===== src/verilog/irq_pkg.sv =====
package irq_pkg;

	// Interrupt configuration table size
	localparam int ICT_ENTRIES = 64;

	// External line number, also the table index
	localparam int EXT_NUM_W = 6;

	// Number handed to the exception manager
	// Top bit is 0 for external interrupts
	localparam int IRQ_NUM_W = 7;

	// Fault information register value
	localparam int FI0R_W = 32;

	// One write into the configuration table
	typedef struct packed {
		logic [EXT_NUM_W-1:0] entry;
		logic                 mask;
		logic                 valid;
	} ict_write_t;

	// Synchronous fault from the execution unit
	typedef struct packed {
		logic                 active;
		logic [IRQ_NUM_W-1:0] num;
		logic [FI0R_W-1:0]    fi0r;
	} fault_req_t;

	// External interrupt line and its number
	typedef struct packed {
		logic                 active;
		logic [EXT_NUM_W-1:0] num;
	} ext_req_t;

	// Request offered to the exception manager
	typedef struct packed {
		logic                 active;
		logic [IRQ_NUM_W-1:0] num;
		logic [FI0R_W-1:0]    fi0r;
	} exc_req_t;

	// Dispatcher FSM
	typedef enum logic {
		DSP_IDLE = 1'b0,
		DSP_WAIT = 1'b1
	} dsp_state_t;

endpackage

===== src/verilog/interrupt_manager_top.sv =====
module interrupt_manager_top (
	input  logic                iCLOCK,
	input  logic                inRESET,
	// Table configuration
	input  logic                ict_wr_en,
	input  irq_pkg::ict_write_t ict_wr,
	// Execution unit
	input  irq_pkg::fault_req_t fault,
	// External interrupt source
	input  irq_pkg::ext_req_t   ext,
	output logic                ext_ack,
	// Exception manager
	input  logic                exc_lock,
	input  logic                exc_ack,
	output irq_pkg::exc_req_t   exc
);

	import irq_pkg::*;

	// Table lookup result for the live line
	logic admit;

	// Latched external request and its release
	ext_req_t held;
	logic     ext_take;

	irq_config_table table_i (
		.iCLOCK    (iCLOCK),
		.inRESET   (inRESET),
		.ict_wr_en (ict_wr_en),
		.ict_wr    (ict_wr),
		.ext_num   (ext.num),
		.admit     (admit)
	);

	ext_irq_latch latch_i (
		.iCLOCK   (iCLOCK),
		.inRESET  (inRESET),
		.ext      (ext),
		.admit    (admit),
		.ext_take (ext_take),
		.held     (held)
	);

	// Fault path and arbitration
	irq_dispatcher dispatch_i (
		.iCLOCK   (iCLOCK),
		.inRESET  (inRESET),
		.fault    (fault),
		.ext      (ext),
		.admit    (admit),
		.held     (held),
		.exc_lock (exc_lock),
		.exc_ack  (exc_ack),
		.ext_take (ext_take),
		.ext_ack  (ext_ack),
		.exc      (exc)
	);

endmodule


===== src/verilog/irq_dispatcher.sv =====
module irq_dispatcher (
	input  logic                iCLOCK,
	input  logic                inRESET,
	input  irq_pkg::fault_req_t fault,
	input  irq_pkg::ext_req_t   ext,
	input  logic                admit,
	input  irq_pkg::ext_req_t   held,
	input  logic                exc_lock,
	input  logic                exc_ack,
	output logic                ext_take,
	output logic                ext_ack,
	output irq_pkg::exc_req_t   exc
);

	import irq_pkg::*;

	// Padding that widens an external number to a dispatched number
	localparam int PAD_W = IRQ_NUM_W - EXT_NUM_W;

	dsp_state_t state_q;

	// Captured request, shown while in WAIT
	logic [IRQ_NUM_W-1:0] cap_num_q;
	logic [FI0R_W-1:0]    cap_fi0r_q;
	logic                 ext_ack_q;

	// Lock-qualified request views
	logic idle_free;
	logic fault_valid;
	logic ext_valid;

	// External numbers in the dispatched width
	logic [IRQ_NUM_W-1:0] held_num;
	logic [IRQ_NUM_W-1:0] live_num;

	assign idle_free   = (state_q == DSP_IDLE) && !exc_lock;
	assign fault_valid = fault.active && !exc_lock;
	assign ext_valid   = ext.active && admit && !exc_lock;

	assign held_num = {{PAD_W{1'b0}}, held.num};
	assign live_num = {{PAD_W{1'b0}}, ext.num};

	// Faults win, so the latch is only emptied with no fault pending
	assign ext_take = idle_free && !fault.active && held.active;

	always_ff @(posedge iCLOCK or negedge inRESET) begin
		if (!inRESET) begin
			state_q    <= DSP_IDLE;
			cap_num_q  <= '0;
			cap_fi0r_q <= '0;
			ext_ack_q  <= 1'b0;
		end else begin
			case (state_q)
				DSP_IDLE: begin
					if (idle_free && fault.active) begin
						state_q    <= DSP_WAIT;
						cap_num_q  <= fault.num;
						cap_fi0r_q <= fault.fi0r;
					end else if (ext_take) begin
						state_q    <= DSP_WAIT;
						cap_num_q  <= held_num;
						cap_fi0r_q <= '0;
						ext_ack_q  <= 1'b1;
					end
				end
				DSP_WAIT: begin
					// Acknowledge toward the source lasts one cycle
					ext_ack_q <= 1'b0;
					if (exc_ack) begin
						state_q <= DSP_IDLE;
					end
				end
			endcase
		end
	end

	assign ext_ack = ext_ack_q;

	// WAIT shows the held request until the exception manager takes it;
	// IDLE gives an early look at what would be captured next
	always_comb begin
		if (state_q == DSP_WAIT) begin
			exc.active = !exc_ack;
			exc.num    = cap_num_q;
			exc.fi0r   = cap_fi0r_q;
		end else begin
			exc.active = fault_valid || ext_valid || held.active;
			if (fault_valid) begin
				exc.num  = fault.num;
				exc.fi0r = fault.fi0r;
			end else begin
				exc.num  = live_num;
				exc.fi0r = '0;
			end
		end
	end

endmodule


===== src/verilog/ext_irq_latch.sv =====
module ext_irq_latch (
	input  logic              iCLOCK,
	input  logic              inRESET,
	input  irq_pkg::ext_req_t ext,
	input  logic              admit,
	input  logic              ext_take,
	output irq_pkg::ext_req_t held
);

	import irq_pkg::*;

	ext_req_t held_q;

	// Fill condition, only while empty
	logic capture;

	assign capture = !held_q.active && ext.active && admit;

	always_ff @(posedge iCLOCK or negedge inRESET) begin
		if (!inRESET) begin
			held_q.active <= 1'b0;
			held_q.num    <= '0;
		end else begin
			if (capture) begin
				held_q.active <= 1'b1;
				held_q.num    <= ext.num;
			end else if (ext_take) begin
				// Number is left as is, only the flag drops
				held_q.active <= 1'b0;
			end
		end
	end

	// While full, further requests are ignored
	// and the source keeps its line up
	assign held = held_q;

endmodule


===== src/verilog/irq_config_table.sv =====
module irq_config_table (
	input  logic                         iCLOCK,
	input  logic                         inRESET,
	input  logic                         ict_wr_en,
	input  irq_pkg::ict_write_t          ict_wr,
	input  logic [irq_pkg::EXT_NUM_W-1:0] ext_num,
	output logic                         admit
);

	import irq_pkg::*;

	// One valid and one mask bit per entry
	logic [ICT_ENTRIES-1:0] valid_q;
	logic [ICT_ENTRIES-1:0] mask_q;

	// Looked-up bits for the live external number
	logic entry_valid;
	logic entry_mask;

	always_ff @(posedge iCLOCK or negedge inRESET) begin
		if (!inRESET) begin
			valid_q <= '0;
			mask_q  <= '0;
		end else begin
			if (ict_wr_en) begin
				valid_q[ict_wr.entry] <= ict_wr.valid;
				mask_q[ict_wr.entry]  <= ict_wr.mask;
			end
		end
	end

	assign entry_valid = valid_q[ext_num];
	assign entry_mask  = mask_q[ext_num];

	// Unconfigured entries let everything through;
	// a configured entry passes only with its mask bit set
	always_comb begin
		if (!entry_valid) begin
			admit = 1'b1;
		end else begin
			admit = entry_mask;
		end
	end

endmodule


===== config.mk =====
export PLATFORM = sky130hd
export DESIGN_NAME = interrupt_manager_top
export DESIGN_NICKNAME = d
export VERILOG_FILES = /design/src/verilog/irq_pkg.sv /design/src/verilog/interrupt_manager_top.sv /design/src/verilog/irq_dispatcher.sv /design/src/verilog/ext_irq_latch.sv /design/src/verilog/irq_config_table.sv
export SDC_FILE = /design/constraint.sdc
export NUM_CORES = 1
export LEC_CHECK = 0
export ABC_AREA = 1
export BUFFER_PORTS_ARGS = -buffer_cell sky130_fd_sc_hd__buf_2
export CORE_MARGIN = 4
export CORE_UTILIZATION = 45
export DETAILED_ROUTE_END_ITERATION = 16
export PLACE_DENSITY = 0.69
export REMOVE_ABC_BUFFERS = 1
export SKIP_CTS_REPAIR_TIMING = 1
export SLEW_MARGIN = 0
export SYNTH_ARGS = -nofsm -noshare
export SYNTH_HDL_FRONTEND = slang
export SYNTH_SLANG_ARGS = --single-unit

===== constraint.sdc =====
create_clock -name iCLOCK -period 1.9 [get_ports iCLOCK]
set_clock_uncertainty 0.2 [all_clocks]
set_input_delay 0.19 -clock iCLOCK [delete_from_list [all_inputs] [get_ports iCLOCK]]
set_output_delay 0.19 -clock iCLOCK [all_outputs]
set_load 0.005 [all_outputs]

==> impl_metrics.env <==
export IMPL_synth_area_um2=8160
export IMPL_root_buffer="clkbuf_16"
export IMPL_vias_per_cell=5.26
export IMPL_grt_pass1_wl_mm=33.4
export IMPL_antenna_left=0
export IMPL_insertion_delay_ns=0.44
export IMPL_antenna_found_initial=0
export IMPL_period_needed_ns=2.34
export IMPL_htreeDepth=4
export IMPL_synth_most_common_cell="nand2_1"
export IMPL_numPortBuffers=100
export IMPL_via_count=7509
export IMPL_cts_path_max_buffers=2
export IMPL_worst_slack_ns=-0.444
export IMPL_cp_data_required_time_ns=1.51
export IMPL_max_slew_margin_rel_pct=39.4
export IMPL_critical_path_most_common_cell="nand2_1"
export IMPL_fin_hold_ws_ns=0.00328
export IMPL_ir_worst_vdd_mv=0.754
export IMPL_area_growth_synth_to_final_pct=33.4
export IMPL_clk_pin_slew_ns=0.06
export IMPL_slowest_delay_ns=0.37
export IMPL_stdcell_count=1428
export IMPL_cp_arrival_ns=1.95
export IMPL_slowest_stage="dfrtp_1"
export IMPL_ys_seq_area_share_pct=54.0
export IMPL_synth_top_area_share_pct=54.0
export IMPL_start_util_pct=46.5
export IMPL_fmax_ghz=0.427
export IMPL_leakagePower_nw=5.24
export IMPL_synth_area_per_cell_um2=8.17
export IMPL_hp_class="in2reg"
export IMPL_core_area_um2=17500
export IMPL_outcome="finished with violations"
export IMPL_dp_hpwl_mm=14.2
export IMPL_async_flop_share_pct=100
export IMPL_path_buf_inv=2
export IMPL_drt_pass1_iterations=5
export IMPL_start_kind="flip-flop"
export IMPL_criticalPathCategory="reg2out"
export IMPL_die_w_um=143
export IMPL_worst_slew_pin_slew_ns=0.904
export IMPL_tritoncts_num_buffers=17
export IMPL_grt_pass1_vias=6626
export IMPL_end_kind="primary output"
export IMPL_p_per_area_nw_per_um2=1020
export IMPL_grtUsageTotal_pct=20.4
export IMPL_synth_seq_cells=176
export IMPL_die_y_um=143
export IMPL_nNetsFinal=1250
export IMPL_violations="negative setup slack"
export IMPL_postRouteWirelength_mm=23.4
export IMPL_hold_viol=0
export IMPL_synth_top_cell_by_area="dfrtp_1"
export IMPL_drv_slew=0
export IMPL_crit_fanout=2
export IMPL_synth_distinct_cells=24
export IMPL_gp_congestion=0.852
export IMPL_dpl_cell_count=1328
export IMPL_synth_edf_count=0
export IMPL_io_pins=101
export IMPL_crit_chain="inv_1, o21ai_0, nand2_1, nand2_1, nand3_1, nand3_1, nand3_2, nand3_2, nand2_2, nand3_2, nand2_1, nand2_1, nand2_1, buf_2"
export IMPL_overflow=0
export IMPL_ys_warn_count=0
export IMPL_fillers=1402
export IMPL_die_area_um2=20300
export IMPL_cts_sinks=176
export IMPL_synth_common_cells="nand2_1, dfrtp_1, inv_1, o21ai_0, o22ai_1"
export IMPL_rsz0062_at_grt="true"
export IMPL_finalCritPeriodShare_pct=123
export IMPL_setup_viol=41
export IMPL_wl_per_cell_um=16.4
export IMPL_synth_ff_type="dfrtp_1"
export IMPL_maxCapViolCount=0
export IMPL_n_antenna_cell=0
export IMPL_cts_tree="done"
export IMPL_drc_errors=0
export IMPL_crit_family="simple AND/OR/NAND/NOR gates"
export IMPL_ys_top_cells_by_area="dfrtp_1, nand2_1, o21ai_0"
export IMPL_drive_gt1_share_pct=22.6
export IMPL_grt_start_max_net_pins=65
export IMPL_drt_initial_drc_count=515
export IMPL_rows=48
export IMPL_syn_instance_count=998
[power by group]
| part | internal, mW | switching, mW |
|---|---|---|
| clock | 1.98 | 1.50 |
| combinational | 1.26 | 1.55 |
| sequential | 4.49 | 0.357 |
[cell usage in the layout, fill, tap and decap left out, types with 6 or more instances in the layout]
cell type,synthesis,final
o21ai_0,137,120
inv_2,6,8
nor3_1,6,6
buf_4,3,44
o21ai_1,41,54
dlygate4sd3_1,0,44
buf_12,0,13
buf_2,14,99
o22ai_1,66,36
clkbuf_16,0,22
nand3_1,36,22
inv_1,137,134
o22ai_2,0,30
o211ai_1,6,6
dfrtp_1,176,175
nand3_2,1,15
a2bb2oi_1,6,6
nand2_1,313,309
nand3b_1,7,7
nor2_1,7,6
[worst register-to-register path: stages, from the launching register on]
cell and delay (ns):
dfrtp_1 0.39, inv_1 0.08, o21ai_1 0.06, nand2_1 0.07, nand2_1 0.04, nand3_1 0.08
nand3_1 0.09, nand3_2 0.10, nand3_2 0.08, nand2_2 0.11, buf_4 0.12, nand3_2 0.19
nand2_1 0.12, o21ai_1 0.06
[logic make-up (layout without fill, tap and decap cells)]
group,count (synthesis),after routing,share of synthesized area (%)
AND/OR/NAND/NOR,380,380,19.9
AO/OA/AOI/OAI,256,256,17.2
buffers and inverters,186,391,8.91
flip-flops,176,176,54.0
[through the flow]
stage               setup WS, ns  power [mW]  setup TNS, ns  area (um2)  util (%)
floorplan                 -0.104        6.15          -4.03        7980         -
global placement          -0.120        7.07         -0.580        9240      52.7
detailed placement        -0.121        7.12         -0.690        9240      52.7
CTS                       -0.502        10.6          -5.52        9820      56.0
global route              -0.594        11.7          -9.16       10900      62.0
finish                    -0.444        11.1          -5.19       10900      62.0
[state kept, by name (all words and copies together) (netlist names)]
name and cells:
table_i.mask_q 64, dispatch_i.cap_num_q 7, dispatch_i.ext_ack 1, dispatch_i.state_q 1, table_i.valid_q 64, dispatch_i.cap_fi0r_q 32
latch_i.held 7
[area by class of cell]
type | count | area, um2 | area share, %
clock buffers | 20 | 447 | 4.11
clock inverters | 12 | 135 | 1.24
repair inverters | 1 | 8.76 | 0.0805
inverters | 147 | 559 | 5.14
well taps | 225 | 282 | 2.59
repair buffers | 211 | 1720 | 15.8
multi-input cells | 636 | 3320 | 30.5
flip-flops and latches | 176 | 4410 | 40.5
[final timing paths]
path                                                 end  depth (start not counted)           startpoint  slack (ns)
max in group asynchronous             table_i.mask_q[42]                          3              inRESET        0.83
worst min register to register        table_i.mask_q[52]                          2   table_i.mask_q[52]        0.28
worst max-delay path                             exc[39]                         14   table_i.valid_q[9]       -0.44
worst max register to register           latch_i.held[3]                         13  table_i.valid_q[14]       -0.01
worst min-delay path                     latch_i.held[1]                          3               ext[6]       0.003
min in group asynchronous       dispatch_i.cap_fi0r_q[6]                          2              inRESET        0.03
[per-layer routing]
metal  track usage [%]  wire (um)  up-vias
met5                 0          0        -
li1                  -          -     3651
met3              4.62       1740       33
met1              29.9      10400     3529
met2              31.0      10900      296
met4              5.45        392        0
(Power assumes the default switching activity.)
